[src/verilog/div_pkg.sv]
// shared widths, encodings and bundles for the 32-bit RISC-V M-extension divider
// div_fn_t values follow funct3[1:0] of DIV/DIVU/REM/REMU
// widths are fixed, nothing here is meant to be overridden per instance
`default_nettype none

package div_pkg;

    localparam int OP_LN    = 32;            // operand and result width
    localparam int XP_LN    = 4;             // extra fraction bits, must be >= 1
    localparam int C_LN     = OP_LN + XP_LN; // iteration datapath width
    localparam int NUM_ITER = 5;             // 5 passes cover 32 bits of precision
    localparam int CNT_LN   = 3;             // holds 0 .. NUM_ITER-1
    localparam int HB_LN    = 5;             // bit index into an operand

    // encoding matches funct3[1:0]
    typedef enum logic [1:0] {
        DIV  = 2'b00,
        DIVU = 2'b01,
        REM  = 2'b10,
        REMU = 2'b11
    } div_fn_t;

    typedef enum logic [1:0] {
        NORMAL = 2'b00, // full iteration path
        DIV0   = 2'b01, // divisor is zero
        OVFL   = 2'b10  // most negative / -1
    } div_kind_t;

    typedef enum logic [1:0] {IDLE, ITERATE, FIXUP} div_state_t;

    typedef struct packed {
        logic [OP_LN-1:0] op1;    // dividend
        logic [OP_LN-1:0] op2;    // divisor
        logic [2:0]       funct3;
    } div_req_t;

    typedef struct packed {
        div_fn_t          fn;
        div_kind_t        kind;
        logic [OP_LN-1:0] op1_abs;
        logic [OP_LN-1:0] op2_abs;
        logic             op1_neg; // sign of remainder
        logic             quo_neg; // sign of quotient
        logic [HB_LN-1:0] op2_hb;  // highest set bit of op2_abs
        logic [OP_LN-1:0] op1_raw; // untouched dividend for special results
    } div_prep_t;

endpackage

`default_nettype wire

[src/verilog/div_ctrl.sv]
// sequencing FSM for the divider: IDLE -> ITERATE x NUM_ITER -> FIXUP -> IDLE
// special cases finish from IDLE in the accept cycle itself
// done is held until ack, start is accepted only in IDLE with no result pending
// unless ack retires the pending result in the same cycle
`timescale 1ns/1ps
`default_nettype none

module div_ctrl import div_pkg::*; (
    input  wire             clk,
    input  wire             rst_n,
    input  wire             start,
    input  wire             ack,
    input  wire div_kind_t  kind_now,
    output logic            load,
    output logic            step,
    output logic            finish,
    output logic            done
);

    div_state_t        state, state_nxt;
    logic [CNT_LN-1:0] cnt;      // completed steps
    logic              done_nxt;
    logic              accept;

    assign accept = start && (state == IDLE) && (!done || ack);

    always_comb begin
        state_nxt = state;
        load      = 1'b0;
        step      = 1'b0;
        finish    = 1'b0;
        done_nxt  = done && !ack; // hold until ack
        case (state)
            IDLE: begin
                if (accept) begin
                    load = 1'b1;
                    if (kind_now != NORMAL) begin
                        finish   = 1'b1; // special result straight from the live request
                        done_nxt = 1'b1;
                    end else begin
                        state_nxt = ITERATE;
                    end
                end
            end
            ITERATE: begin
                step = 1'b1;
                if (cnt == CNT_LN'(NUM_ITER - 1)) begin
                    state_nxt = FIXUP;
                end
            end
            FIXUP: begin
                finish    = 1'b1;
                done_nxt  = 1'b1;
                state_nxt = IDLE;
            end
            default: state_nxt = IDLE;
        endcase
    end

    always_ff @(posedge clk or negedge rst_n) begin
        if (!rst_n) begin
            state <= IDLE;
            done  <= 1'b0;
            cnt   <= '0;
        end else begin
            state <= state_nxt;
            done  <= done_nxt;
            if (load) begin
                cnt <= '0;
            end else if (step) begin
                cnt <= cnt + 1'b1;
            end
        end
    end

    // handshake rules seen from the requester side
    a_no_start_busy: assert property (@(posedge clk) disable iff (!rst_n)
        (state inside {ITERATE, FIXUP}) |-> !start)
        else $error("start while divider busy");

    a_no_start_held: assert property (@(posedge clk) disable iff (!rst_n)
        (done && !ack) |-> !start)
        else $error("start while result waits for ack");

    a_done_idle: assert property (@(posedge clk) disable iff (!rst_n)
        done |-> (state == IDLE))
        else $error("done outside IDLE");

endmodule

`default_nettype wire

[config.mk]
export PLATFORM = sky130hd
export DESIGN_NAME = div_ctrl
export DESIGN_NICKNAME = d
export VERILOG_FILES = /design/src/verilog/div_pkg.sv /design/src/verilog/div_ctrl.sv
export SDC_FILE = /design/constraint.sdc
export NUM_CORES = 1
export LEC_CHECK = 0
export ABC_AREA = 1
export BUFFER_PORTS_ARGS = -buffer_cell sky130_fd_sc_hd__clkbuf_2
export CAP_MARGIN = 20
export CORE_AREA = 4 4 41 43
export DETAILED_ROUTE_END_ITERATION = 16
export DIE_AREA = 0 0 45 47
export PLACE_DENSITY_LB_ADDON = 0.15
export REMOVE_ABC_BUFFERS = 1
export SLEW_MARGIN = 20
export SYNTH_ARGS = -nofsm -noshare
export SYNTH_HDL_FRONTEND = slang
export SYNTH_SLANG_ARGS = --single-unit
[constraint.sdc]
create_clock -name clk -period 1 [get_ports clk]
set_input_delay 0.1 -clock clk [delete_from_list [all_inputs] [get_ports clk]]
set_output_delay 0.1 -clock clk [all_outputs]
set_load 0.02 [all_outputs]
After elaboration in Yosys (flattened, before gate mapping) --
Cells that the tools add are included. W data, S select, Z words.
Operators by class: equal/unequal tests 6, reduce and logical (&&, ||, !) cells 10, add/sub/neg operators 1, mux-type cells 15
Operators by type and width (number):
- $mux W1 | 7
- $mux W2 | 3
- $mux W3 | 2
- $ne A2 B2 Y1 const B | 3
- $pmux W1 S2 | 2
- $pmux W2 S2 | 1
- $reduce_bool A2 Y1 | 2
- $add A3 B1 Y3 const B | 1
- $eq A3 B3 Y1 const B | 1
- $logic_and A1 B1 Y1 | 3
- $reduce_and A3 Y1 | 1
- $eq A2 B1 Y1 const B | 1
- $eq A2 B2 Y1 const B | 1
- $logic_not A1 Y1 | 2
- $logic_not A2 Y1 | 1
- $logic_or A1 B1 Y1 | 1
Storage, ports and cells: logic and storage cells 35, input bits 6, output and inout bits 4, bits in registers 6

Depth between registers and ports, before layout --
word-level depth 6, depth in mapped cells 6, mapped depth without buffers 6

Worst setup path before layout --
Ideal clock, no wire load.
path kind reg2reg, start point register state[1], end point register cnt[0], stages on the path, launching flop included 5, setup time 124 ps, arrival time 904 ps, clock period less this slack 1029 ps, required time 876 ps, buffers on the path 0, setup slack -29 ps, cells stage by stage dfrtp_1 > nor2_2 > nand3_2 > inv_1 > nor2_1
Between the ends: word-level cells in the longest chain between the ends 6, elaborated cells between the ends (all ways) 9, those cells by class eq/ne (1); mux (4); reduce/logical (4)
Ends and longest elaborated chain:
- start, declared | RTL line div_ctrl.sv:20 | div_state_t state, state_nxt;
- start signal, assigned | RTL line div_ctrl.sv:66 | state <= state_nxt;
- $logic_not A2 Y1 (*) | RTL line div_ctrl.sv:25, div_ctrl.sv:33
- $logic_and A1 B1 Y1 (2 in a row) | RTL line div_ctrl.sv:25 | assign accept = start && (state == IDLE) && (!done || ack);
- $mux W1 | RTL line div_ctrl.sv:35 | if (accept) begin
- $mux W1 (*) | RTL line div_ctrl.sv:33 | case (state)
- net load | RTL line div_ctrl.sv:14 | output logic load,
- $mux W3 / $reduce_bool A2 Y1 (equally long branches)
- end signal, assigned | RTL line div_ctrl.sv:71 | cnt <= cnt + 1'b1;
- end, declared | RTL line div_ctrl.sv:21 | logic [CNT_LN-1:0] cnt;
Mark *: on every way through the listed nets, which the timed path passes. The rest lies on a longest branch. A chain may end at the register's enable or synchronous reset.

Worst setup path in the final report --
start point register state[1], end point output finish
Between the ends: word-level cells in the longest chain between the ends 5, elaborated cells between the ends (all ways) 6, those cells by class eq/ne (1); mux (2); reduce/logical (3)
Ends and longest elaborated chain:
- $logic_not A2 Y1 | RTL line div_ctrl.sv:25, div_ctrl.sv:33
- $logic_and A1 B1 Y1 (2 in a row) | RTL line div_ctrl.sv:25
- $mux W1 | RTL line div_ctrl.sv:35
- $pmux W1 S2 (*) | RTL line div_ctrl.sv:33
- end, declared | RTL line div_ctrl.sv:16 | output logic finish,
Every way passes the cells marked *; elsewhere a longest branch is shown, timed or not.

==> flow_summary.ini <==
[yosys]
synthTopCellsByCount = 17 x nand2_1, 9 x inv_1, 6 x dfrtp_1
yosysMostFrequentCell = nand2_1
yosysWarnings = 0
syn_inst = 48
synth_seq_cells = 6
synth.distinct_cells = 13
synth_top_area_share = 0.427
synthesis.area_um2 = 352
post_synth.cell_area_avg_um2 = 7.32
yosys_most_used_dff = dfrtp_1
synthTopCellsByArea = dfrtp_1 43%, nand2_1 18%, inv_1 9.6%
yosys.area.top_type = dfrtp_1
synth-edff-count = 0
async_flop_share = 1.00
ys_seq_area_frac = 0.427

[layout]
fin_util = 0.417
diodes = 0
layout.nets = 75
fillers = 143
syn_to_final_growth_pct = 54.4
drive_above_1_share = 0.385
register_area_um2 = 150
final_area_um2 = 543
multi_input_area_um2 = 189

[hold_path]
whs_endpoint = state[0]$_DFFE_PN0P_
min_path_type = in2reg
min-delay-start = kind_now[0]
hold_depth = 4

[floorplan]
fp.dieW_um = 45
fp-row-count = 13
initial_core_util = 0.270
core_area_mm2 = 0.00130
fp.dieArea_mm2 = 0.00212
die_y_um = 47
ios = 10

[run]
cap_viol_max_count = 0

[drt]
ant_nets = 0
vias_per_cell = 4.25
via_count = 340
routed_wl_um = 795
routedWlPerCell_um = 9.94
drt_iter0_drc = 3
drc = 0
drt-pass1-iter-count = 2

[global_route]
grt_pass1_vias = 363
grt_max_degree = 7
grt_first_pass_wirelength_um = 1460
grt-ovfl-total = 0
grt_usage = 0.102
antenna_found_initial = 0

[clocking]
ctsLongestPathBuffers = 2
clockRootBuffer = clkbuf_4
htreeDepth = 1
cts_inserted_buffers = 3
cts_tree = done
clk_latency_ns = 0.25
clkSinkCount = 6
clkTransAtPathRegs_ns = 0.05

[timing]
rsz0062_at_grt = yes
setup_viol = 7
hold_viol_final = 0
tightest_slew_ns = 0.224
max_slew_margin = 0.849
max_clock_freq_ghz = 0.814
report.final.slew_viol_count = 0
period_share = 1.23
fin_crit_ns = 1.23
skew_ns = 0.00463
tns_ns = -0.778
fin_ws_ns = -0.229

[critical_path]
r2r-start = state[1]$_DFFE_PN0P_
crit_type = reg2out
slowest_stage = dfrtp_1
critical_path_peak_fanout = 3
r2r_end = cnt[1]$_DFFE_PN0P_
start_kind = register
cp.required_ns = 0.90
cp_num_buf_inv = 1
crit_path_end_kind = output port
cp_num_cells = 4
r2r_slack_ns = -0.09
cp_cell_sequence = nor2_4, nand4_1, nand2_1, clkbuf_8
ff2ff_path_depth = 8
path_delay_family = flip-flops
cpPeakStageDelay_ns = 0.42
cp.arrival_ns = 1.13

[outcome]
violations = negative setup slack
status = complete, but fails checks

[placement]
place_ws_ns = -0.0307
dp_hpwl_um = 576
placed_area_um2 = 430
gp_congestion = 0.713
port_buffers = 9

[power_and_ir_drop]
total_power_w = 0.00155
leakage_nw = 0.303
ir_worst_vdd_uv = 1090
powerDensity_mw_per_mm2 = 2850
sequential cells by signal, indices dropped and copies added (netlist names):
register,count
done,1
state,2
cnt,3
what timing repair did:
action | 4_1_cts | 5_1_grt
hold buffers | 1 | 0
hold endpoints to repair | 6 | 0
endpoints found under the setup margin | 5 | 9
setup buffers | 2 | 0
pin swaps | 4 | 3
gates resized for setup | 14 | 5
layer usage:
| layer | part of all wire | up-vias | GRT usage |
|---|---|---|---|
| met1 | 0.43 | 146 | 0.117 |
| met3 | 0.068 | 3 | 0.0230 |
| met4 | 0.035 | 0 | 0.0877 |
| li1 | - | 179 | - |
| met5 | 0 | - | 0 |
| met2 | 0.47 | 12 | 0.161 |
report_power, final:
| group | switching (W) | leakage (nW) | internal, W |
|---|---|---|---|
| Clock | 0.0000957 | 0.0138 | 0.000136 |
| Combinational | 0.000488 | 0.213 | 0.000406 |
| Sequential | 0.0000749 | 0.0765 | 0.000345 |
per-stage QoR:
step | instances | hold slack [ns]
after global placement | 74 | -0.0608
final | 80 | 0.132
after global routing | 80 | 0.174
after detailed placement | 74 | -0.0612
after floorplan | 48 | -0.196
after CTS | 80 | 0.128
area by class of cell:
| type | count | share of cell area |
|---|---|---|
| multi-input combinational | 32 | 0.348 |
| timing repair buffer | 14 | 0.221 |
| clock buffer | 3 | 0.0415 |
| tap | 15 | 0.0346 |
| sequential | 6 | 0.276 |
| inverter | 10 | 0.0783 |
logic make-up after synthesis:
group                      share of synthesized area
AOI/OAI and AO/OA                             0.0285
buffers and inverters                          0.107
adders and majority gates                     0.0712
DFF                                            0.427
and+or+nand+nor                                0.367
worst max path at each step:
stage / start / to / slack, ns
5_1_grt: state[1]$_DFFE_PN0P_ / finish / -0.33
6_report: state[1]$_DFFE_PN0P_ / finish / -0.23
4_1_cts: state[0]$_DFFE_PN0P_ / load / -0.27
2_1_floorplan: state[1]$_DFFE_PN0P_ / cnt[0]$_DFFE_PN0P_ / -0.03
3_3_place_gp: state[1]$_DFFE_PN0P_ / load / -0.02
3_5_place_dp: cnt[0]$_DFFE_PN0P_ / cnt[1]$_DFFE_PN0P_ / -0.03
layout by cell type (no fill, tap or decap), types with 2 or more instances in the layout:
master	synthesis	final
buf_6	0	2
clkbuf_8	0	2
clkbuf_2	0	6
nor2_4	1	2
clkbuf_4	0	3
buf_4	0	2
ha_1	2	2
dfrtp_1	6	6
nand2_1	17	15
inv_1	9	8
nand4_1	2	2
nor2_1	4	4
nand3_2	1	2
worst min-delay path, delay by kind of cell:
kind                   cells  cell delay [ns]
AND/OR/NAND/NOR            3             0.16
buffers and inverters      1             0.09
Note: power is estimated with default switching activity, not from simulation.
