**src/verilog/div_pkg.sv**
```systemverilog
// shared widths, encodings and bundles for the 32-bit RISC-V M-extension divider
// div_fn_t values follow funct3[1:0] of DIV/DIVU/REM/REMU
// widths are fixed, nothing here is meant to be overridden per instance
`default_nettype none

package div_pkg;

    localparam int OP_LN    = 32;            // operand and result width
    localparam int XP_LN    = 4;             // extra fraction bits, must be >= 1
    localparam int C_LN     = OP_LN + XP_LN; // iteration datapath width
    localparam int NUM_ITER = 5;             // 5 passes cover 32 bits of precision
    localparam int CNT_LN   = 3;             // holds 0 .. NUM_ITER-1
    localparam int HB_LN    = 5;             // bit index into an operand

    // encoding matches funct3[1:0]
    typedef enum logic [1:0] {
        DIV  = 2'b00,
        DIVU = 2'b01,
        REM  = 2'b10,
        REMU = 2'b11
    } div_fn_t;

    typedef enum logic [1:0] {
        NORMAL = 2'b00, // full iteration path
        DIV0   = 2'b01, // divisor is zero
        OVFL   = 2'b10  // most negative / -1
    } div_kind_t;

    typedef enum logic [1:0] {IDLE, ITERATE, FIXUP} div_state_t;

    typedef struct packed {
        logic [OP_LN-1:0] op1;    // dividend
        logic [OP_LN-1:0] op2;    // divisor
        logic [2:0]       funct3;
    } div_req_t;

    typedef struct packed {
        div_fn_t          fn;
        div_kind_t        kind;
        logic [OP_LN-1:0] op1_abs;
        logic [OP_LN-1:0] op2_abs;
        logic             op1_neg; // sign of remainder
        logic             quo_neg; // sign of quotient
        logic [HB_LN-1:0] op2_hb;  // highest set bit of op2_abs
        logic [OP_LN-1:0] op1_raw; // untouched dividend for special results
    } div_prep_t;

endpackage

`default_nettype wire

```
**src/verilog/div_fixup.sv**
```systemverilog
// exact result from the quotient estimate plus the RISC-V special values
// assumes quo_est is within one of the true quotient
// result loads only on finish and otherwise holds
`timescale 1ns/1ps
`default_nettype none

module div_fixup import div_pkg::*; (
    input  wire              clk,
    input  wire              rst_n,
    input  wire              finish,
    input  wire div_prep_t   prep,
    input  wire [OP_LN-1:0]  quo_est,
    output logic [OP_LN-1:0] result
);

    logic [OP_LN+1:0]        d_ext;
    logic [OP_LN+1:0]        prod_lo;  // d * q, true value fits in 34 bits
    logic signed [OP_LN+1:0] rem_raw;
    logic                    rem_neg, rem_big;
    logic [OP_LN-1:0]        quo_abs, rem_abs;
    logic [OP_LN+1:0]        rem_fix;
    logic [OP_LN-1:0]        quo_s, rem_s;
    logic [OP_LN-1:0]        quo_fin, rem_fin;
    logic                    is_quo;

    assign d_ext   = {2'b00, prep.op2_abs};
    assign prod_lo = prep.op2_abs * quo_est;
    assign rem_raw = $signed({2'b00, prep.op1_abs} - prod_lo);

    assign rem_neg = rem_raw[OP_LN+1];                          // estimate one too high
    assign rem_big = !rem_neg && ($unsigned(rem_raw) >= d_ext); // one too low

    always_comb begin
        quo_abs = quo_est;
        rem_fix = rem_raw;
        if (rem_neg) begin
            quo_abs = quo_est - 1'b1;
            rem_fix = rem_raw + d_ext;  // add back one divisor
        end else if (rem_big) begin
            quo_abs = quo_est + 1'b1;
            rem_fix = rem_raw - d_ext;
        end
    end

    assign rem_abs = rem_fix[OP_LN-1:0];
    assign quo_s   = prep.quo_neg ? -quo_abs : quo_abs;
    assign rem_s   = prep.op1_neg ? -rem_abs : rem_abs; // remainder follows the dividend

    always_comb begin
        case (prep.kind)
            DIV0: begin
                quo_fin = '1;
                rem_fin = prep.op1_raw;
            end
            OVFL: begin
                quo_fin = prep.op1_raw;
                rem_fin = '0;
            end
            default: begin
                quo_fin = quo_s;
                rem_fin = rem_s;
            end
        endcase
    end

    assign is_quo = (prep.fn == DIV) || (prep.fn == DIVU);

    always_ff @(posedge clk or negedge rst_n) begin
        if (!rst_n) begin
            result <= '0;
        end else if (finish) begin
            result <= is_quo ? quo_fin : rem_fin;
        end
    end

endmodule

`default_nettype wire

```
**config.mk**
```make
export PLATFORM = sky130hd
export DESIGN_NAME = div_fixup
export DESIGN_NICKNAME = d
export VERILOG_FILES = /design/src/verilog/div_pkg.sv /design/src/verilog/div_fixup.sv
export SDC_FILE = /design/constraint.sdc
export NUM_CORES = 2
export LEC_CHECK = 0
export BUFFER_PORTS_ARGS = -buffer_cell sky130_fd_sc_hd__buf_2
export CORE_MARGIN = 3
export CORE_UTILIZATION = 50
export DETAILED_ROUTE_END_ITERATION = 6
export PLACE_DENSITY = 0.76
export SLEW_MARGIN = 10
export SYNTH_ARGS = -nofsm -noshare
export SYNTH_HDL_FRONTEND = slang
export SYNTH_SLANG_ARGS = --single-unit
```
**constraint.sdc**
```tcl
create_clock -name clk -period 2.9 [get_ports clk]
set_clock_uncertainty 0.15 [all_clocks]
set_input_delay 0.29 -clock clk [delete_from_list [all_inputs] [get_ports clk]]
set_output_delay 0.29 -clock clk [all_outputs]
set_load 0.01 [all_outputs]
```
# --- Word-level counts from Yosys, hierarchy flattened ---
# Cells that the tools add are included.
word_totals:
  register_bits: 32
  out_inout_bits: 32
  elab_cells: 26
classes:
  n_addsub: 7
  mul: 1
  magnitude_cmp: 1
  eq_ne: 3
  n_mux: 9
  reduce_logical: 4
ops:
  columns: ["op", "count"]
  rows:
  - ["32-bit two-way mux", 7]
  - ["32-bit one-hot mux with 2 select lines", 2]
  - ["32-bit negator", 2]
  - ["34-bit by 32-bit >= comparator with 1-bit output", 1]
  - ["32-bit by 32-bit multiplier with 34-bit output", 1]
  - ["32-bit by 34-bit subtractor with 34-bit output", 1]
  - ["32-bit by 1-bit adder with 32-bit output (second input constant)", 1]
  - ["32-bit adder", 1]
  - ["32-bit by 1-bit subtractor with 32-bit output (second input constant)", 1]
  - ["32-bit subtractor", 1]
  - ["2-bit by 1-bit == test with 1-bit output (second input constant)", 2]
  - ["2-bit == test (second input constant)", 1]
  - ["2-bit logical NOT", 1]
  - ["1-bit logical AND", 1]
  - ["1-bit logical NOT", 1]
  - ["1-bit logical OR", 1]

# --- Longest topological paths before layout ---
logic_depth:
  ltp_word: 10
  mapped_depth: 52
  mapped_depth_nobuf: 45

# --- Worst setup path after synthesis ---
# No wires, ideal clock.
synth_timing:
  path_kind: "input -> register"
  from: "input port quo_est[5]"
  to: "register result[22]"
  t_arrival_ps: 11424
  setup_slack_ps: -8796
  stages: 46
  n_path_buf: 7
  path_cell_list: "buf_2 clkbuf_1 clkbuf_1 nand2_1 fa_1 fa_1 fa_1 inv_1 fa_1 inv_1 fa_1 fa_1 fa_1 inv_1 fa_1 inv_1 ha_1 a21o_1 [10 not listed] a2111oi_2 nor2_1 clkbuf_1 clkbuf_1 buf_1 clkbuf_1 nor2_1 a21oi_1 nor2_1 a21oi_1 ha_1 inv_1 nor3_1 nand3_1 o41ai_2 xor2_1 nand2_1 a32o_1"
synth_via:
  elab_chain_len: 10
synth_lines:
  columns: ["element", "line", "text"]
  rows:
  - ["from (decl)", "div_fixup.sv:12", "input wire [OP_LN-1:0] quo_est,"]
  - ["32-bit by 32-bit multiplier with 34-bit output", "div_fixup.sv:27", "assign prod_lo = prep.op2_abs * quo_est;"]
  - ["32-bit by 34-bit subtractor with 34-bit output", "div_fixup.sv:28", "assign rem_raw = $signed({2'b00, prep.op1_abs} - prod_lo);"]
  - ["34-bit by 32-bit >= comparator with 1-bit output or 1-bit logical NOT (tied branches)", "div_fixup.sv:31", "assign rem_big = !rem_neg && ($unsigned(rem_raw) >= d_ext);"]
  - ["1-bit logical AND", "div_fixup.sv:31", null]
  - ["32-bit two-way mux", "div_fixup.sv:39", "end else if (rem_big) begin"]
  - ["32-bit two-way mux", "div_fixup.sv:36", "if (rem_neg) begin"]
  - ["32-bit negator (on tied branches)", "div_fixup.sv:47, div_fixup.sv:46", null]
  - ["32-bit two-way mux (on tied branches)", "div_fixup.sv:47, div_fixup.sv:46", null]
  - ["32-bit one-hot mux with 2 select lines", "div_fixup.sv:50", "case (prep.kind)"]
  - ["32-bit two-way mux (*)", "div_fixup.sv:72", "result <= is_quo ? quo_fin : rem_fin;"]
  - ["to (signal assigned)", "div_fixup.sv:72", null]
  - ["to (decl)", "div_fixup.sv:13", "output logic [OP_LN-1:0] result"]
# Mark *: on every way between the ends. The rest lies on a longest branch, timed or not.
# A chain may end at the register's enable or synchronous reset.

# --- Worst setup path in the final report ---
layout_timing:
  from: "input port prep[44] (netlist name)"
  to: "register result[29]"
layout_via:
  elab_chain_len: 10
layout_lines:
  columns: ["element", "line", "text"]
  rows:
  - ["from (decl)", "div_fixup.sv:11", "input wire div_prep_t prep,"]
  - ["32-bit by 32-bit multiplier with 34-bit output", "div_fixup.sv:27", null]
  - ["32-bit by 34-bit subtractor with 34-bit output", "div_fixup.sv:28", null]
  - ["34-bit by 32-bit >= comparator with 1-bit output or 1-bit logical NOT (tied branches)", "div_fixup.sv:31", null]
  - ["1-bit logical AND", "div_fixup.sv:31", null]
  - ["32-bit two-way mux", "div_fixup.sv:39", null]
  - ["32-bit two-way mux", "div_fixup.sv:36", null]
  - ["32-bit negator (on tied branches)", "div_fixup.sv:47, div_fixup.sv:46", null]
  - ["32-bit two-way mux (on tied branches)", "div_fixup.sv:47, div_fixup.sv:46", null]
  - ["32-bit one-hot mux with 2 select lines", "div_fixup.sv:50", null]
  - ["32-bit two-way mux (*)", "div_fixup.sv:72", null]
# Marks and branches as above.

==> metrics.yaml <==
sta:
  grt_setup_unrepaired: "true"
  hold_violations: 0
  finalWorstSetupSlack_ns: -7.99
  setup_violations: 32
  tightest_slew_ns: 1.07
  final_max_slew_viol_count: 0
  slew_headroom: 0.285
  tns_ns: -245.28
  fin_crit_ns: 10.89
  fmax_mhz: 91.8
  min_period_over_period: 3.76
detailed_routing:
  drc: 0
  wire_per_inst_um: 22.0
  final_antenna_net_count: 0
  drt_pass1_iterations: 6
  wirelength_um: 107000
  drt_first_iter_violations: 2994
  vias_per_cell: 5.79
  num_vias: 28000
clock_network:
  clock_latency_ns: 0.29
  cts_buffers: 5
  cts_root_buffer: "clkbuf_16"
  cts-htree-levels: 2
  cts_tree: "yes"
  cts.path.max_buffers: 2
  clock-sinks: 32
  cts.clk_slew.worst_paths_ns: 0.06
layout:
  drive_gt1_frac: 0.314
  area_delta_synth_final_pct: 35.5
  final_core_util: 0.686
  nets: 4998
  multi_input_area_sq_um: 25200
  largest_reg_flops: 32
  layout_common_cells: "buf_4, inv_1, fa_1"
  final_common_cell: "buf_4"
  register_area_sq_um: 801
  n_fill_cell: 3968
  largest-register: "result"
  reg_top3: "result: 32 flops"
logic_synthesis:
  syn_area_per_cell_sq_um: 8.07
  syn_nets: 4248
  synth_cell_types: 83
  synthTopCellsByArea: "fa_1, ha_1, inv_1"
  ys_ff_latch: 32
  async_reset_ff_frac: 1.00
  synth_edf_count: 0
  syn_inst: 3381
  synth_flop_cell: "dfrtp_1"
  ys_seq_area_frac: 0.0293
  synthDominantCellAreaShare: 0.371
  synth_largest_area_cell: "fa_1"
  ys_warn_count: 0
  synth_area_sq_um: 27300
critical_path:
  start_kind: "primary input"
  path_class: "in -> reg"
  crit_arrival_ns: 10.96
  worstSetupStartpoint: "prep[44]"
  worst_setup_path_end_kind: "flop"
  slowest_stage: "fa_2"
  cp_num_buf_inv: 12
  r2r_start: "result[20]"
  critPathRequiredTime_ns: 2.96
  critPathTopFamily: "adder cells"
  cp_slowest_stage_delay_ns: 0.56
  critPathMaxFanout: 5
global_routing:
  grt_max_degree: 48
  grt_pass1_vias: 28800
  grt-ovfl-total: 0
  grt_pass1_wl_um: 160000
  track_usage: 0.361
  antenna_found_initial: 5
floorplan:
  die_x_um: 240
  rows: 85
  die_y_um: 240
  start_util: 0.506
  core_area_sq_um: 53900
  die_area_sq_um: 57400
  pin_count: 174
worst_hold_path:
  hold_path_class: "in -> reg"
  min_from: "prep[26]"
place:
  place_congestion: 1.02
  dp_hpwl_um: 86400
  port_buffers: 167
run:
  max-cap-violations: 0
outcome:
  violations: "negative setup slack"
  status: "complete, but fails checks"
worst paths after layout:
path,endpoint,slack (ns),cells past startpoint
worst max register to register,result[20],1.73,4
worst max-delay path,result[29],-7.99,47
min in group asynchronous,result[6],0.48,2
max in group asynchronous,result[17],1.62,2
worst min register to register,result[6],0.33,1
worst min-delay path,result[26],0.15,3
per-stage QoR:
stage | area [sq um] | instances | setup WS (ns) | hold WS, ns
6_report | 37000 | 4835 | -7.99 | 0.152
5_1_grt | 37000 | 4830 | -8.28 | 0.173
4_1_cts | 35700 | 4786 | -7.75 | 0.159
3_5_place_dp | 34100 | 4744 | -8.63 | 0.245
3_3_place_gp | 34100 | 4744 | -8.50 | 0.252
2_1_floorplan | 28000 | 3381 | -7.61 | -0.156
synthesized netlist by cell type (39+ instances only):
| cell type | n |
|---|---|
| nor3_1 | 41 |
| nand2_1 | 485 |
| nor2_1 | 161 |
| fa_1 | 506 |
| clkbuf_1 | 160 |
| xor2_1 | 53 |
| o21ai_0 | 90 |
| a21oi_1 | 131 |
| xnor2_1 | 135 |
| and2_1 | 191 |
| ha_1 | 219 |
| nand3_1 | 39 |
| inv_1 | 628 |
area by class of cell:
cell class / instances / area share
multi-input cells: 2512 / 0.681
diodes: 8 / 0.000541
repair buffers: 951 / 0.205
flip-flops and latches: 32 / 0.0216
well taps: 696 / 0.0235
inverters: 629 / 0.0641
clock buffers: 7 / 0.00413
metal layers:
| layer | vias up | wire length, um | global-route usage |
|---|---|---|---|
| met5 | - | 0 | 0 |
| met4 | 0 | 5800 | 0.152 |
| met3 | 354 | 14200 | 0.135 |
| met2 | 1696 | 47500 | 0.559 |
| met1 | 13700 | 39100 | 0.454 |
| li1 | 12200 | - | - |
tightest hold or removal path: stages:
cell and delay [ns]:
buf_2 0.09, a221oi_2 0.06, a21oi_1 0.11
what timing repair did:
item,in CTS,in global routing
hold buffers,1,0
pin swaps,113,147
endpoints found under the hold margin,32,0
gates resized for setup,235,219
cloned,1,3
endpoints found under the setup margin,32,32
setup buffers,36,45
cell families after synthesis:
logic type / share of synthesized area
muxes: 0.00770
DFF: 0.0293
AOI/OAI and AO/OA: 0.126
and+or+nand+nor: 0.185
buffers and inverters: 0.117
adders and majority gates: 0.471
xor gates and xnor gates: 0.0630
Power is left out: the tool's default activity adds up to more than one toggle a clock period on the data nets, which glitch-free logic cannot reach.
