`config.mk`:
```
export PLATFORM = sky130hd
export DESIGN_NAME = div_operand_prep
export DESIGN_NICKNAME = d
export VERILOG_FILES = /design/src/verilog/div_pkg.sv /design/src/verilog/div_operand_prep.sv
export SDC_FILE = /design/constraint.sdc
export NUM_CORES = 1
export LEC_CHECK = 0
export ABC_AREA = 1
export BUFFER_PORTS_ARGS = -buffer_cell sky130_fd_sc_hd__buf_2
export CAP_MARGIN = 20
export CORE_MARGIN = 3
export CORE_UTILIZATION = 47
export DETAILED_ROUTE_END_ITERATION = 8
export PLACE_DENSITY = 0.77
export RECOVER_POWER = 50
export SLEW_MARGIN = 20
export SYNTH_ARGS = -nofsm -noshare
export SYNTH_HDL_FRONTEND = slang
export SYNTH_SLANG_ARGS = --single-unit
```
`constraint.sdc`:
```
create_clock -name clk -period 2.8 [get_ports clk]
set_clock_uncertainty 0.2 [all_clocks]
set_input_delay 0.28 -clock clk [delete_from_list [all_inputs] [get_ports clk]]
set_output_delay 0.28 -clock clk [all_outputs]
set_load 0.005 [all_outputs]
```
`src/verilog/div_pkg.sv`:
```
// shared widths, encodings and bundles for the 32-bit RISC-V M-extension divider
// div_fn_t values follow funct3[1:0] of DIV/DIVU/REM/REMU
// widths are fixed, nothing here is meant to be overridden per instance
`default_nettype none

package div_pkg;

    localparam int OP_LN    = 32;            // operand and result width
    localparam int XP_LN    = 4;             // extra fraction bits, must be >= 1
    localparam int C_LN     = OP_LN + XP_LN; // iteration datapath width
    localparam int NUM_ITER = 5;             // 5 passes cover 32 bits of precision
    localparam int CNT_LN   = 3;             // holds 0 .. NUM_ITER-1
    localparam int HB_LN    = 5;             // bit index into an operand

    // encoding matches funct3[1:0]
    typedef enum logic [1:0] {
        DIV  = 2'b00,
        DIVU = 2'b01,
        REM  = 2'b10,
        REMU = 2'b11
    } div_fn_t;

    typedef enum logic [1:0] {
        NORMAL = 2'b00, // full iteration path
        DIV0   = 2'b01, // divisor is zero
        OVFL   = 2'b10  // most negative / -1
    } div_kind_t;

    typedef enum logic [1:0] {IDLE, ITERATE, FIXUP} div_state_t;

    typedef struct packed {
        logic [OP_LN-1:0] op1;    // dividend
        logic [OP_LN-1:0] op2;    // divisor
        logic [2:0]       funct3;
    } div_req_t;

    typedef struct packed {
        div_fn_t          fn;
        div_kind_t        kind;
        logic [OP_LN-1:0] op1_abs;
        logic [OP_LN-1:0] op2_abs;
        logic             op1_neg; // sign of remainder
        logic             quo_neg; // sign of quotient
        logic [HB_LN-1:0] op2_hb;  // highest set bit of op2_abs
        logic [OP_LN-1:0] op1_raw; // untouched dividend for special results
    } div_prep_t;

endpackage

`default_nettype wire

```
`src/verilog/div_operand_prep.sv`:
```
// decodes the request into magnitudes, signs and a special-case class
// prep is the live request during load and the captured one afterwards,
// so a one-cycle special case can be resolved in the accept cycle
// funct3[2] is ignored, only the M-extension divide group is expected here
`timescale 1ns/1ps
`default_nettype none

module div_operand_prep import div_pkg::*; (
    input  wire            clk,
    input  wire            rst_n,
    input  wire            load,
    input  wire div_req_t  req,
    output div_kind_t      kind_now,
    output div_prep_t      prep
);

    div_fn_t          fn;
    logic             is_signed;
    logic             op1_neg, op2_neg;
    logic [OP_LN-1:0] op1_abs, op2_abs;
    logic [HB_LN-1:0] hb_chain [0:OP_LN]; // priority chain, lsb to msb
    div_prep_t        prep_now, prep_q;

    assign fn        = div_fn_t'(req.funct3[1:0]);
    assign is_signed = (fn == DIV) || (fn == REM);

    assign op1_neg = is_signed & req.op1[OP_LN-1];
    assign op2_neg = is_signed & req.op2[OP_LN-1];
    assign op1_abs = op1_neg ? -req.op1 : req.op1; // 0x80000000 stays as its own magnitude
    assign op2_abs = op2_neg ? -req.op2 : req.op2;

    // riscv special cases, checked on raw operands
    assign kind_now = (req.op2 == '0) ? DIV0 :
                      (is_signed && (req.op1 == {1'b1, {(OP_LN-1){1'b0}}}) && (req.op2 == '1))
                      ? OVFL : NORMAL;

    // highest set bit, later stages win, zero when no bit is set
    assign hb_chain[0] = '0;
    for (genvar i = 0; i < OP_LN; i++) begin : g_hb
        assign hb_chain[i+1] = op2_abs[i] ? HB_LN'(i) : hb_chain[i];
    end

    always_comb begin
        prep_now.fn      = fn;
        prep_now.kind    = kind_now;
        prep_now.op1_abs = op1_abs;
        prep_now.op2_abs = op2_abs;
        prep_now.op1_neg = op1_neg;
        prep_now.quo_neg = op1_neg ^ op2_neg;
        prep_now.op2_hb  = hb_chain[OP_LN];
        prep_now.op1_raw = req.op1;
    end

    always_ff @(posedge clk or negedge rst_n) begin
        if (!rst_n) begin
            prep_q <= '0;
        end else if (load) begin
            prep_q <= prep_now;
        end
    end

    assign prep = load ? prep_now : prep_q; // bypass in the accept cycle

endmodule

`default_nettype wire

```
# [After elaboration in Yosys (flattened, before gate mapping)]
# Cells that the tools add are included.
[op_classes] addsub=2 eq_ne=3 n_mux=36 bitwise_logic=3 reduce_logical=5
[op_table] cell="2-to-1 mux 107 bit" count=1
[op_table] cell="2-to-1 mux 5 bit" count=16
[op_table] cell="== test 32 bit (second input constant)" count=2
[op_table] cell="2-to-1 mux 32 bit" count=2
[op_table] cell="negation 32 bit" count=2
[op_table] cell="zero test 32 bit" count=1
[op_table] cell="2-to-1 mux 4 bit" count=8
[op_table] cell="2-to-1 mux 3 bit" count=4
[op_table] cell="2-to-1 mux 2 bit" count=4
[op_table] cell="AND 1 bit" count=2
[op_table] cell="== test 2 bit (second input constant)" count=1
[op_table] cell="logical AND 1 bit" count=2
[op_table] cell="zero test 2 bit" count=1
[op_table] cell="logical OR 1 bit" count=1
[op_table] cell="2-to-1 mux 1 bit" count=1
[op_table] cell="bitwise XOR 1 bit" count=1
[word_totals] reg_bits=107 out_inout_bits=109

# [Depth between registers and ports, before layout]
# Gate-level depths: netlist of run 1.
[logic_depth] word_depth=36 mapped_depth=36

# [Least setup slack after synthesis of run 1]
# No wires, ideal clock.
[synth_path] path_type="input-to-output" from="in req[35] (netlist name)" to="out prep[101] (netlist name)" arrival_ps=2404 required_ps=2320 slack_ps=-84 path_stages=22 n_path_buf=0 path_cell_list="inv_1 ha_1 inv_1 nor3_2 inv_2 nor3_2 inv_2 nor3_2 inv_2 nor3_2 inv_2 nor3_4 nand4_2 nor3_4 nand2_2 inv_2 nand2_2 nand2_2 o21ai_2 o21bai_4 nand3_1 o211ai_2"
[synth_lines] element="start: declaration" line="div_operand_prep.sv:12" rtl="input wire div_req_t req,"
[synth_lines] element="end: declaration" line="div_operand_prep.sv:14" rtl="output div_prep_t prep"

==> results of run 1 <==
## worst max-delay path by stage
stage / start / endpoint / slack [ps]
after detailed placement: req[37] / prep[100] / -570
after global routing: req[36] / prep[100] / -860
after global placement: req[37] / prep[100] / -520
after floorplan: req[35] / prep[101] / -80
final: req[36] / prep[76] / -730
after CTS: req[4] / prep[33] / -470
## report_power, final
part	leakage, nW	internal (mW)	switching [mW]	total [mW]
combinational	3.45	0.534	0.682	1.22
clock	0.146	0.701	0.622	1.32
sequential	1.30	1.70	0.0494	1.75
## metrics by stage
step	TNS, ps	hold slack (ps)	utilization (%)
after global routing	-46110	36.4	77.7
after detailed placement	-14430	193	63.4
final	-32150	33.0	77.7
after floorplan	-165	-216	-
after global placement	-12090	196	63.4
after CTS	-7630	11.0	74.2
## cells by family (layout without fill, tap and decap cells)
family                     count (synthesis)  after routing
muxes                                      2              2
DFF                                      107            107
and+or+nand+nor                          397            397
adders and majority gates                  3              3
buffers and inverters                    111            468
xor gates and xnor gates                  24             24
AOI/OAI and AO/OA                        124            124
## critical path, delay by kind of cell
kind	cells	cell delay, ps
buffers and inverters	16	1980
and+or+nand+nor	2	430
AOI/OAI and AO/OA	3	350
## cell type report
type	count	share of cell area, %
clock buffers	9	2.38
clock inverters	7	0.821
inverters	83	3.48
multi-input cells	550	36.1
flip-flops and latches	107	28.3
well taps	168	2.22
repair buffers	369	26.6
## synthesized netlist by cell type, types with 2 or more instances
| library cell | number | area [µm²] |
|---|---|---|
| sky130_fd_sc_hd__a211o_1 | 3 | 26.3 |
| sky130_fd_sc_hd__a21oi_1 | 20 | 100 |
| sky130_fd_sc_hd__a221o_1 | 3 | 30.0 |
| sky130_fd_sc_hd__a22oi_1 | 5 | 37.5 |
| sky130_fd_sc_hd__a31oi_1 | 6 | 37.5 |
| sky130_fd_sc_hd__a41oi_1 | 2 | 17.5 |
| sky130_fd_sc_hd__buf_1 | 7 | 26.3 |
| sky130_fd_sc_hd__buf_2 | 2 | 10.0 |
| sky130_fd_sc_hd__clkbuf_1 | 17 | 63.8 |
| sky130_fd_sc_hd__dfrtp_1 | 107 | 2680 |
| sky130_fd_sc_hd__ha_1 | 3 | 37.5 |
| sky130_fd_sc_hd__inv_1 | 77 | 289 |
| sky130_fd_sc_hd__inv_2 | 5 | 18.8 |
| sky130_fd_sc_hd__mux2_2 | 2 | 22.5 |
| sky130_fd_sc_hd__nand2_1 | 229 | 860 |
| sky130_fd_sc_hd__nand2_2 | 6 | 37.5 |
| sky130_fd_sc_hd__nand3_1 | 14 | 70.1 |
| sky130_fd_sc_hd__nand3_2 | 3 | 30.0 |
| sky130_fd_sc_hd__nand4_1 | 11 | 68.8 |
| sky130_fd_sc_hd__nand4_2 | 2 | 25.0 |
| sky130_fd_sc_hd__nor2_1 | 84 | 315 |
| sky130_fd_sc_hd__nor2_2 | 6 | 37.5 |
| sky130_fd_sc_hd__nor3_1 | 21 | 105 |
| sky130_fd_sc_hd__nor3_2 | 9 | 90.1 |
| sky130_fd_sc_hd__nor3_4 | 3 | 48.8 |
| sky130_fd_sc_hd__nor4_1 | 5 | 31.3 |
| sky130_fd_sc_hd__o211ai_1 | 7 | 52.6 |
| sky130_fd_sc_hd__o21ai_0 | 54 | 270 |
| sky130_fd_sc_hd__o21ai_1 | 4 | 20.0 |
| sky130_fd_sc_hd__o21ai_2 | 2 | 17.5 |
| sky130_fd_sc_hd__o21bai_1 | 3 | 22.5 |
| sky130_fd_sc_hd__o22ai_1 | 4 | 25.0 |
| sky130_fd_sc_hd__o311ai_0 | 2 | 17.5 |
| sky130_fd_sc_hd__o41ai_1 | 2 | 17.5 |
| sky130_fd_sc_hd__xnor2_1 | 7 | 61.3 |
| sky130_fd_sc_hd__xor2_1 | 17 | 149 |
## repair_timing
| item | CTS | global route |
|---|---|---|
| hold endpoints to repair | 61 | 0 |
| hold buffers | 5 | 0 |
| buffers inserted | 78 | 31 |
| resized for setup | 118 | 102 |
| endpoints found under the setup margin | 39 | 58 |
| pin swaps | 37 | 48 |
## layer usage
metal,track usage (%),vias to the layer above
met5,0,-
li1,-,3196
met4,13.8,0
met1,37.0,3256
met2,47.5,311
met3,8.07,69
==> flow_results.xml, run 1 <==
<?xml version="1.0" encoding="UTF-8"?>
<metrics>
  <group name="run_status">
    <metric name="status" unit="">finished, violations left</metric>
    <metric name="violations" unit="">negative setup slack</metric>
  </group>
  <group name="worst_setup_path">
    <metric name="rrSetupSlack" unit="ps">1500</metric>
    <metric name="r2r_end" unit="">prep_q[76]</metric>
    <metric name="reg2reg_depth" unit="">3</metric>
    <metric name="worst_ep_required_time" unit="ps">2320</metric>
    <metric name="r2r-start" unit="">prep_q[76]</metric>
    <metric name="critPathMaxStageDelay" unit="ps">240</metric>
    <metric name="setup.worst_path.start_class" unit="">input port</metric>
    <metric name="crit_path_top_delay_cell" unit="">sky130_fd_sc_hd__nor3_2</metric>
    <metric name="crit_top_cell" unit="">sky130_fd_sc_hd__buf_4</metric>
    <metric name="path_class" unit="">in2out</metric>
    <metric name="crit_path_end_kind" unit="">output port</metric>
    <metric name="path_max_fanout" unit="">3</metric>
    <metric name="crit_arrival" unit="ps">3050</metric>
    <metric name="timing.critical_path.cells" unit="">buf_8 -&gt; nor3_4 -&gt; inv_1 -&gt; nor3_2 -&gt; inv_2 -&gt; buf_4 -&gt; buf_4 -&gt; buf_4 -&gt; buf_4 -&gt; buf_4 -&gt; buf_4 -&gt; buf_4 -&gt; buf_4 -&gt; buf_4 -&gt; buf_4 -&gt; buf_4 -&gt; buf_4 -&gt; a21oi_2 -&gt; a21oi_1 -&gt; o41ai_2 -&gt; buf_2</metric>
  </group>
  <group name="final_layout">
    <metric name="finish.instance_area" unit="µm²">9450</metric>
    <metric name="largest-register" unit="">prep_q</metric>
    <metric name="antenna_cells" unit="">0</metric>
    <metric name="final_nets" unit="">1193</metric>
    <metric name="multi_input_comb_area" unit="µm²">3420</metric>
    <metric name="area.sequential" unit="µm²">2680</metric>
    <metric name="fillCellCount" unit="">798</metric>
    <metric name="mostFrequentLayoutCells" unit="">sky130_fd_sc_hd__nand2_1, sky130_fd_sc_hd__buf_2, sky130_fd_sc_hd__buf_4</metric>
    <metric name="biggestRegsByFlops" unit="">prep_q x107</metric>
    <metric name="largest_register_ffs" unit="">107</metric>
    <metric name="area_growth_syn_to_layout" unit="%">60.0</metric>
    <metric name="layout.cells.most_common" unit="">sky130_fd_sc_hd__nand2_1</metric>
    <metric name="proportion_of_layout_cells_with_a_drive_suffix_above_1" unit="%">46.1</metric>
    <metric name="layoutNonFillerInstCount" unit="">1293</metric>
  </group>
  <group name="placed_design">
    <metric name="place_hpwl" unit="mm">13.0</metric>
    <metric name="place_area" unit="µm²">7710</metric>
    <metric name="place_ws" unit="ps">-570</metric>
    <metric name="port-buffer-count" unit="">177</metric>
    <metric name="gpl.final_weighted_congestion" unit="">0.933</metric>
    <metric name="numPlacedInstances" unit="">1189</metric>
  </group>
  <group name="logic_synthesis">
    <metric name="asyncSetResetFlopFracSynth" unit="%">100</metric>
    <metric name="yosysSeqAreaShare" unit="%">45.3</metric>
    <metric name="synthAdderAreaFrac" unit="%">0.635</metric>
    <metric name="synth_xor_area_share" unit="%">3.56</metric>
    <metric name="synth_enable_flop_cells" unit="">0</metric>
    <metric name="post_synth_inst_count" unit="">768</metric>
    <metric name="yosys_warnings" unit="">0</metric>
    <metric name="synth_compound_gate_area_share" unit="%">13.1</metric>
    <metric name="post_synth_mux_area_share" unit="%">0.381</metric>
    <metric name="synth_top_family_by_area" unit="">simple AND/OR/NAND/NOR gates</metric>
    <metric name="mappedNetlistNets" unit="">841</metric>
    <metric name="yosys.cell_types.count" unit="">50</metric>
    <metric name="synth.cell_area" unit="µm²">5910</metric>
    <metric name="synth_simple_gate_area_share" unit="%">29.8</metric>
    <metric name="syn_avg_cell_area" unit="µm²">7.69</metric>
    <metric name="flip_flop_and_latch_count_after_synthesis" unit="">107</metric>
    <metric name="postSynth.topFlopCell" unit="">sky130_fd_sc_hd__dfrtp_1</metric>
  </group>
  <group name="min_path">
    <metric name="hold_depth" unit="">3</metric>
    <metric name="worstHoldPathType" unit="">in2reg</metric>
    <metric name="hold_path.startpoint" unit="">req[61]</metric>
    <metric name="hold-path-endpoint" unit="">prep_q[26]</metric>
  </group>
  <group name="timing">
    <metric name="final_hold_viol_count" unit="">0</metric>
    <metric name="final.min_clock_period" unit="ps">3530</metric>
    <metric name="final_critical_path_setup_slack" unit="ps">-726</metric>
    <metric name="timing.final.setup_violations" unit="">99</metric>
    <metric name="timing_max_transition_violations_final" unit="">0</metric>
    <metric name="slew_at_the_pin_with_the_worst_max_slew_slack" unit="ps">1490</metric>
    <metric name="fmax" unit="MHz">284</metric>
    <metric name="layout_worst_path_cycle_share" unit="%">126</metric>
    <metric name="max_slew_margin" unit="%">0.763</metric>
    <metric name="rsz0062_at_grt" unit="">yes</metric>
  </group>
  <group name="clock_network">
    <metric name="clock_path_buffers" unit="">2</metric>
    <metric name="cts_tree" unit="">built</metric>
    <metric name="cts-root-buf" unit="">sky130_fd_sc_hd__clkbuf_16</metric>
    <metric name="tritoncts.num_buffers" unit="">9</metric>
    <metric name="count_of_clock_tree_sinks" unit="">107</metric>
    <metric name="worstSkewPairLatency" unit="ps">360</metric>
    <metric name="clk_pin_slew_worst_paths" unit="ps">70</metric>
    <metric name="cts_htree_levels" unit="">3</metric>
  </group>
  <group name="drt">
    <metric name="total_length_of_routed_met2_wires" unit="mm">11.0</metric>
    <metric name="drt_iter0_drcs" unit="">549</metric>
    <metric name="totalWireLength" unit="mm">22.2</metric>
    <metric name="dr.pass1.iters" unit="">5</metric>
    <metric name="via_count" unit="">6832</metric>
    <metric name="routedLengthMet1" unit="mm">8.98</metric>
    <metric name="drc" unit="">0</metric>
    <metric name="met3WireLength" unit="mm">1.43</metric>
    <metric name="detail_route.wl_per_cell" unit="µm">17.2</metric>
    <metric name="routed_via_density" unit="">5.28</metric>
    <metric name="drt.antenna.violating_nets" unit="">0</metric>
    <metric name="top_layer" unit="">met4</metric>
  </group>
  <group name="global_routing">
    <metric name="vias_in_the_first_global_route" unit="">6742</metric>
    <metric name="grt_first_pass_wirelength" unit="mm">33.4</metric>
    <metric name="grt_usage" unit="%">29.5</metric>
    <metric name="grt_antenna_before_repair" unit="">0</metric>
    <metric name="grt_start_max_net_pins" unit="">62</metric>
    <metric name="grt_overflow_total" unit="">0</metric>
  </group>
  <group name="floorplan">
    <metric name="die_y" unit="µm">118</metric>
    <metric name="initial_core_util" unit="%">48.6</metric>
    <metric name="die_x" unit="µm">118</metric>
    <metric name="placeableCoreArea" unit="µm²">12200</metric>
    <metric name="io_pins" unit="">179</metric>
    <metric name="floorplan.die_area" unit="µm²">14000</metric>
    <metric name="floorplan.rows" unit="">40</metric>
  </group>
  <group name="job">
    <metric name="cap_viol_max_count" unit="">0</metric>
  </group>
  <group name="power">
    <metric name="power_density" unit="nW/µm²">454</metric>
    <metric name="p_total" unit="mW">4.29</metric>
    <metric name="leakage_power_figure" unit="nW">4.89</metric>
    <metric name="max-vdd-ir-drop" unit="V">0.000515</metric>
  </group>
</metrics>
Power figures use the tool's default switching activity.
==> inputs of run 2 (changes only) <==
--- a/config.mk
+++ b/config.mk
@@ -14,4 +14,5 @@
 export PLACE_DENSITY = 0.77
 export RECOVER_POWER = 50
+export SKIP_LAST_GASP = 1
 export SLEW_MARGIN = 20
 export SYNTH_ARGS = -nofsm -noshare
==> constraint.sdc (replaced) <==
create_clock -name clk -period 2.8 [get_ports clk]
set_clock_uncertainty 0.2 [all_clocks]
set_input_delay 0.56 -clock clk [delete_from_list [all_inputs] [get_ports clk]]
set_output_delay 0.56 -clock clk [all_outputs]
set_load 0.005 [all_outputs]
==> run 2 against run 1 <==
Against the previous run:
- the run still ends with negative setup slack left
- critical path depth down 1
- combinational power up 5%
- global-route usage down 1.5 points
- register-to-register slack better by 130 ps
- wire length up 0.70%
- clock power up 5%
==> flow_results.xml, run 2 (synthesized netlist as in run 1, its figures left out) <==
<?xml version="1.0" encoding="UTF-8"?>
<metrics>
  <group name="final_layout">
    <metric name="largest-register" unit="">prep_q</metric>
    <metric name="mostFrequentLayoutCells" unit="">sky130_fd_sc_hd__nand2_1, sky130_fd_sc_hd__buf_2, sky130_fd_sc_hd__buf_4</metric>
    <metric name="proportion_of_layout_cells_with_a_drive_suffix_above_1" unit="%">48.9</metric>
    <metric name="antenna_cells" unit="">0</metric>
    <metric name="final_nets" unit="">1201</metric>
    <metric name="layoutNonFillerInstCount" unit="">1301</metric>
    <metric name="finish.instance_area" unit="µm²">9750</metric>
    <metric name="layout.cells.most_common" unit="">sky130_fd_sc_hd__nand2_1</metric>
    <metric name="largest_register_ffs" unit="">107</metric>
    <metric name="final_core_density" unit="%">80.1</metric>
    <metric name="biggestRegsByFlops" unit="">prep_q x107</metric>
    <metric name="area_growth_syn_to_layout" unit="%">65.0</metric>
  </group>
  <group name="drt">
    <metric name="drt_iter0_drcs" unit="">598</metric>
    <metric name="dr.pass1.iters" unit="">7</metric>
    <metric name="totalWireLength" unit="mm">22.3</metric>
    <metric name="via_count" unit="">6953</metric>
    <metric name="drt.antenna.violating_nets" unit="">0</metric>
    <metric name="drc" unit="">0</metric>
    <metric name="detail_route.wl_per_cell" unit="µm">17.2</metric>
    <metric name="routed_via_density" unit="">5.34</metric>
  </group>
  <group name="worst_setup_path">
    <metric name="crit_path_end_kind" unit="">output port</metric>
    <metric name="endpoint" unit="">prep[35]</metric>
    <metric name="r2r-start" unit="">prep_q[56]</metric>
    <metric name="cp-startpoint" unit="">req[3]</metric>
    <metric name="reg2reg_depth" unit="">5</metric>
    <metric name="setup.worst_path.start_class" unit="">input port</metric>
    <metric name="worst_ep_required_time" unit="ps">2040</metric>
    <metric name="rrSetupSlack" unit="ps">1630</metric>
    <metric name="path_max_fanout" unit="">3</metric>
    <metric name="r2r_end" unit="">prep_q[56]</metric>
    <metric name="crit_arrival" unit="ps">3510</metric>
    <metric name="path_class" unit="">in2out</metric>
  </group>
  <group name="clock_network">
    <metric name="clock_path_buffers" unit="">2</metric>
    <metric name="clk_pin_slew_worst_paths" unit="ps">80</metric>
    <metric name="cts_htree_levels" unit="">3</metric>
    <metric name="tritoncts.num_buffers" unit="">9</metric>
    <metric name="cts-root-buf" unit="">sky130_fd_sc_hd__clkbuf_16</metric>
    <metric name="worstSkewPairLatency" unit="ps">360</metric>
    <metric name="count_of_clock_tree_sinks" unit="">107</metric>
    <metric name="cts_tree" unit="">built</metric>
  </group>
  <group name="timing">
    <metric name="final.min_clock_period" unit="ps">4270</metric>
    <metric name="rsz0062_at_grt" unit="">yes</metric>
    <metric name="final_hold_viol_count" unit="">0</metric>
    <metric name="timing_max_transition_violations_final" unit="">0</metric>
    <metric name="timing.final.setup_violations" unit="">108</metric>
    <metric name="final_critical_path_setup_slack" unit="ps">-1470</metric>
    <metric name="holdWs" unit="ps">211</metric>
    <metric name="setup_total_negative_slack" unit="ps">-54840</metric>
    <metric name="layout_worst_path_cycle_share" unit="%">153</metric>
    <metric name="max_slew_margin" unit="%">20.7</metric>
    <metric name="slew_at_the_pin_with_the_worst_max_slew_slack" unit="ps">1190</metric>
    <metric name="fmax" unit="MHz">234</metric>
  </group>
  <group name="power">
    <metric name="leakage_power_figure" unit="nW">5.01</metric>
    <metric name="power_density" unit="nW/µm²">452</metric>
    <metric name="max-vdd-ir-drop" unit="V">0.000382</metric>
  </group>
  <group name="run_status">
    <metric name="violations" unit="">negative setup slack</metric>
    <metric name="status" unit="">finished, violations left</metric>
  </group>
  <group name="min_path">
    <metric name="worstHoldPathType" unit="">in2reg</metric>
    <metric name="hold_path.startpoint" unit="">req[1]</metric>
  </group>
  <group name="global_routing">
    <metric name="grt_antenna_before_repair" unit="">0</metric>
    <metric name="grt_usage" unit="%">28.1</metric>
    <metric name="grt_start_max_net_pins" unit="">63</metric>
    <metric name="vias_in_the_first_global_route" unit="">6679</metric>
    <metric name="grt_overflow_total" unit="">0</metric>
    <metric name="grt_first_pass_wirelength" unit="mm">32.2</metric>
  </group>
  <group name="placed_design">
    <metric name="gpl.final_weighted_congestion" unit="">0.908</metric>
    <metric name="place_hpwl" unit="mm">13.5</metric>
    <metric name="port-buffer-count" unit="">177</metric>
    <metric name="numPlacedInstances" unit="">1223</metric>
    <metric name="place_area" unit="µm²">8200</metric>
  </group>
  <group name="job">
    <metric name="cap_viol_max_count" unit="">0</metric>
  </group>
  <group name="floorplan">
    <metric name="floorplan.rows" unit="">40</metric>
    <metric name="io_pins" unit="">179</metric>
    <metric name="initial_core_util" unit="%">48.6</metric>
    <metric name="die_y" unit="µm">118</metric>
    <metric name="floorplan.die_area" unit="µm²">14000</metric>
    <metric name="placeableCoreArea" unit="µm²">12200</metric>
    <metric name="die_x" unit="µm">118</metric>
  </group>
</metrics>
run 2: worst min path at each step:
stage	to	slack, ps	depth (start not counted)
floorplan	prep_q[0]	60	0
finish	prep_q[106]	210	3
global route	prep_q[106]	230	3
detailed placement	prep_q[0]	250	2
global placement	prep_q[71]	250	2
CTS	prep_q[20]	40	1
run 2: critical path, cell delays in order:
cell and delay [ps]:
sky130_fd_sc_hd__buf_12 120, sky130_fd_sc_hd__inv_16 50, sky130_fd_sc_hd__buf_8 90, sky130_fd_sc_hd__nand3_4 80, sky130_fd_sc_hd__nor3_4 170, sky130_fd_sc_hd__nand4_4 150, sky130_fd_sc_hd__nor2_4 190, sky130_fd_sc_hd__nand3_4 110
sky130_fd_sc_hd__nor3_4 270, sky130_fd_sc_hd__nand3_2 160, sky130_fd_sc_hd__nor3_2 320, sky130_fd_sc_hd__nand2_1 190, sky130_fd_sc_hd__nand2_2 110, sky130_fd_sc_hd__xnor2_1 70, sky130_fd_sc_hd__inv_2 70, sky130_fd_sc_hd__nand2_2 70
sky130_fd_sc_hd__nor2_2 190, sky130_fd_sc_hd__a21oi_1 100, sky130_fd_sc_hd__a211o_1 290, sky130_fd_sc_hd__buf_2 150
run 2: where the power goes:
group	internal (mW)	switching, mW	total [mW]
Clock	0.757	0.620	1.38
Sequential	1.70	0.0476	1.75
Combinational	0.581	0.696	1.28
Total	3.04	1.36	4.40
run 2: per-layer routing:
layer	up-vias	global-route usage [%]	share of wire, %
li1	3220	-	-
met1	3264	36.0	40
met2	377	45.8	49
met3	92	5.48	6.9
met4	0	13.0	5.0
met5	-	0	0
run 2: metrics by stage:
stage | setup WS (ps) | power (mW)
floorplan | -566 | 2.22
global placement | -998 | 2.78
detailed placement | -1040 | 2.81
CTS | -962 | 4.25
global route | -1510 | 4.59
finish | -1470 | 4.40
run 2: cell type report:
type / instances / area, µm²
Clock buffer: 11 / 253
Clock inverter: 5 / 65.1
Fill cell: 752 / 2420
Inverter: 83 / 357
Multi-Input combinational cell: 550 / 3550
Sequential cell: 107 / 2680
Tap cell: 168 / 210
Timing Repair Buffer: 377 / 2630
run 2: timing repair:
action                                  in CTS  in global routing
pin swaps                                   31                 69
endpoints found under the setup margin      67                 83
buffers inserted                            47                 56
gates resized for setup                     89                126
hold buffers                                 0                  0
==> inputs of run 3 (changes only) <==
Settings changed: BUFFER_PORTS_ARGS -buffer_cell sky130_fd_sc_hd__buf_2 to -buffer_cell sky130_fd_sc_hd__clkbuf_2, MAX_ROUTING_LAYER from default to met4.
==> run 3 against run 2 <==
Against the previous run:
- the run still ends with negative setup slack left
- global-route usage rose by 2.9 points
- clock-buffer cell count did not move
- sequential share of layout area fell by 0.75 points
- sequential cell count did not move
- maximum frequency rose by 6.6%
- utilization rose by 2.2 points
- cell count rose by 1.8%
- critical path depth rose by 3
- combinational power rose by 4%
- sequential power barely moved
- via count rose by 2.1%
- register-to-register slack got worse by 100 ps
==> flow_results.xml, run 3 (synthesized netlist as in run 1, its figures left out) <==
<?xml version="1.0" encoding="UTF-8"?>
<metrics>
  <group name="clock_network">
    <metric name="count_of_clock_tree_sinks" unit="">107</metric>
    <metric name="tritoncts.num_buffers" unit="">9</metric>
    <metric name="cts-root-buf" unit="">sky130_fd_sc_hd__clkbuf_16</metric>
    <metric name="cts_tree" unit="">built</metric>
    <metric name="clock_path_buffers" unit="">2</metric>
    <metric name="cts_htree_levels" unit="">3</metric>
    <metric name="worstSkewPairLatency" unit="ps">370</metric>
    <metric name="clk_pin_slew_worst_paths" unit="ps">70</metric>
  </group>
  <group name="timing">
    <metric name="final_hold_viol_count" unit="">0</metric>
    <metric name="slew_at_the_pin_with_the_worst_max_slew_slack" unit="ps">1060</metric>
    <metric name="final.min_clock_period" unit="ps">4010</metric>
    <metric name="timing_max_transition_violations_final" unit="">0</metric>
    <metric name="timing.final.setup_violations" unit="">79</metric>
    <metric name="holdWs" unit="ps">244</metric>
    <metric name="setup_total_negative_slack" unit="ps">-45660</metric>
    <metric name="fmax" unit="MHz">249</metric>
    <metric name="rsz0062_at_grt" unit="">yes</metric>
    <metric name="final_critical_path_setup_slack" unit="ps">-1210</metric>
    <metric name="max_slew_margin" unit="%">29.5</metric>
    <metric name="layout_worst_path_cycle_share" unit="%">143</metric>
  </group>
  <group name="power">
    <metric name="switching_power" unit="mW">1.41</metric>
    <metric name="leakage_power_figure" unit="nW">5.17</metric>
    <metric name="max-vdd-ir-drop" unit="V">0.000467</metric>
    <metric name="power_density" unit="nW/µm²">437</metric>
    <metric name="clock_power_share" unit="%">29.7</metric>
    <metric name="power_frac_seq" unit="%">40.1</metric>
    <metric name="switching_share" unit="%">32.2</metric>
    <metric name="p_total" unit="mW">4.38</metric>
    <metric name="combPwrFrac" unit="%">30.3</metric>
    <metric name="internal-power" unit="mW">2.97</metric>
  </group>
  <group name="global_routing">
    <metric name="vias_in_the_first_global_route" unit="">6987</metric>
    <metric name="grt_start_max_net_pins" unit="">54</metric>
    <metric name="grt_first_pass_wirelength" unit="mm">34.0</metric>
    <metric name="grt_antenna_before_repair" unit="">0</metric>
    <metric name="grt_usage" unit="%">31.0</metric>
    <metric name="grt_overflow_total" unit="">0</metric>
  </group>
  <group name="drt">
    <metric name="met3WireLength" unit="mm">1.41</metric>
    <metric name="drt.antenna.violating_nets" unit="">0</metric>
    <metric name="drc" unit="">0</metric>
    <metric name="via_count" unit="">7098</metric>
    <metric name="drt_iter0_drcs" unit="">464</metric>
    <metric name="totalWireLength" unit="mm">22.8</metric>
    <metric name="top_layer" unit="">met4</metric>
    <metric name="routed_via_density" unit="">5.36</metric>
    <metric name="dr.pass1.iters" unit="">5</metric>
    <metric name="routedLengthMet1" unit="mm">9.01</metric>
    <metric name="detail_route.wl_per_cell" unit="µm">17.2</metric>
    <metric name="total_length_of_routed_met2_wires" unit="mm">11.1</metric>
  </group>
  <group name="placed_design">
    <metric name="place_area" unit="µm²">8170</metric>
    <metric name="numPlacedInstances" unit="">1224</metric>
    <metric name="place_hpwl" unit="mm">13.5</metric>
    <metric name="gpl.final_weighted_congestion" unit="">0.931</metric>
    <metric name="place_ws" unit="ps">-1150</metric>
    <metric name="port-buffer-count" unit="">177</metric>
  </group>
  <group name="worst_setup_path">
    <metric name="rrSetupSlack" unit="ps">1530</metric>
    <metric name="worst_ep_required_time" unit="ps">2040</metric>
    <metric name="r2r_end" unit="">prep_q[87]</metric>
    <metric name="crit_arrival" unit="ps">3250</metric>
    <metric name="crit_path_end_kind" unit="">output port</metric>
    <metric name="path_class" unit="">in2out</metric>
    <metric name="cp-startpoint" unit="">req[35]</metric>
    <metric name="setup.worst_path.start_class" unit="">input port</metric>
    <metric name="reg2reg_depth" unit="">4</metric>
    <metric name="path_max_fanout" unit="">4</metric>
    <metric name="r2r-start" unit="">prep_q[87]</metric>
  </group>
  <group name="floorplan">
    <metric name="floorplan.die_area" unit="µm²">14000</metric>
    <metric name="io_pins" unit="">179</metric>
    <metric name="die_x" unit="µm">118</metric>
    <metric name="placeableCoreArea" unit="µm²">12200</metric>
    <metric name="floorplan.rows" unit="">40</metric>
    <metric name="initial_core_util" unit="%">48.6</metric>
    <metric name="die_y" unit="µm">118</metric>
  </group>
  <group name="final_layout">
    <metric name="layoutNonFillerInstCount" unit="">1324</metric>
    <metric name="multi_input_comb_area" unit="µm²">3670</metric>
    <metric name="area_growth_syn_to_layout" unit="%">69.6</metric>
    <metric name="mostFrequentLayoutCells" unit="">sky130_fd_sc_hd__nand2_1, sky130_fd_sc_hd__buf_4, sky130_fd_sc_hd__clkbuf_2</metric>
    <metric name="largest_register_ffs" unit="">107</metric>
    <metric name="area.sequential" unit="µm²">2680</metric>
    <metric name="largest-register" unit="">prep_q</metric>
    <metric name="biggestRegsByFlops" unit="">prep_q x107</metric>
    <metric name="proportion_of_layout_cells_with_a_drive_suffix_above_1" unit="%">51.1</metric>
    <metric name="final_nets" unit="">1224</metric>
    <metric name="finish.instance_area" unit="µm²">10000</metric>
    <metric name="antenna_cells" unit="">0</metric>
    <metric name="final_core_density" unit="%">82.4</metric>
    <metric name="fillCellCount" unit="">710</metric>
    <metric name="layout.cells.most_common" unit="">sky130_fd_sc_hd__nand2_1</metric>
  </group>
  <group name="job">
    <metric name="cap_viol_max_count" unit="">0</metric>
  </group>
  <group name="min_path">
    <metric name="hold-path-endpoint" unit="">prep_q[106]</metric>
    <metric name="hold_path.startpoint" unit="">req[1]</metric>
    <metric name="worstHoldPathType" unit="">in2reg</metric>
    <metric name="hold_depth" unit="">3</metric>
  </group>
  <group name="run_status">
    <metric name="status" unit="">finished, violations left</metric>
    <metric name="violations" unit="">negative setup slack</metric>
  </group>
</metrics>
[run 3: changes by cell type in the layout (fill, tap and decap cells not counted), moves of 4 or more]
cell and change:
sky130_fd_sc_hd__buf_6 -8, sky130_fd_sc_hd__nor2_1 -7, sky130_fd_sc_hd__nor2_2 +7, sky130_fd_sc_hd__inv_6 -4
sky130_fd_sc_hd__clkbuf_2 +146, sky130_fd_sc_hd__buf_2 -146, sky130_fd_sc_hd__nand2_2 +4, sky130_fd_sc_hd__buf_4 +30
[run 3: area by class of cell]
cell class / instances / area share [%]
well taps: 168 / 2.10
clock buffers: 11 / 2.52
clock inverters: 5 / 0.450
flip-flops and latches: 107 / 26.7
multi-input cells: 550 / 36.7
repair buffers: 400 / 28.0
inverters: 83 / 3.52
[run 3: worst max-delay path by stage]
stage                            to  slack, ps  depth (start not counted)
after CTS                  prep[35]      -1110                         17
after floorplan           prep[101]       -570                         21
after global placement    prep[100]      -1080                         20
after global routing       prep[35]      -1400                         19
final                      prep[97]      -1210                         23
after detailed placement  prep[100]      -1150                         20
[run 3: power by group through the flow]
stage          logic, mW  registers, mW  clock network [mW]
2_1_floorplan      0.460           1.76                   0
3_3_place_gp        1.02           1.77                   0
3_5_place_dp        1.03           1.78                   0
4_1_cts             1.12           1.75                1.31
5_1_grt             1.43           1.77                1.37
6_report            1.33           1.75                1.30
[run 3: what timing repair did]
action	4_1_cts	5_1_grt
setup buffers	91	49
endpoints found under the hold margin	34	0
setup endpoints to repair	71	94
pin swaps	39	66
hold buffers	1	0
resized for setup	80	178
[run 3: per-layer routing]
layer | vias up | track usage (%)
met2 | 313 | 47.8
met4 | 0 | 17.4
li1 | 3278 | -
met3 | 109 | 7.02
met5 | - | -
met1 | 3398 | 37.6
[run 3: critical path, cell delays in order]
cell,delay [ps]
sky130_fd_sc_hd__clkbuf_16,140
sky130_fd_sc_hd__inv_12,50
sky130_fd_sc_hd__ha_4,120
sky130_fd_sc_hd__inv_2,50
sky130_fd_sc_hd__nor3_4,140
sky130_fd_sc_hd__inv_2,70
sky130_fd_sc_hd__nor3_4,150
sky130_fd_sc_hd__inv_2,80
sky130_fd_sc_hd__nor3_4,140
sky130_fd_sc_hd__inv_2,60
sky130_fd_sc_hd__nor3_4,140
sky130_fd_sc_hd__inv_2,70
sky130_fd_sc_hd__nor3_4,250
sky130_fd_sc_hd__nand4_4,160
sky130_fd_sc_hd__nor3_4,190
sky130_fd_sc_hd__nand2_2,80
sky130_fd_sc_hd__inv_2,90
sky130_fd_sc_hd__nand2_4,70
sky130_fd_sc_hd__nand2_4,70
sky130_fd_sc_hd__o21ai_2,60
sky130_fd_sc_hd__buf_4,140
sky130_fd_sc_hd__o211ai_1,200
sky130_fd_sc_hd__clkbuf_2,160
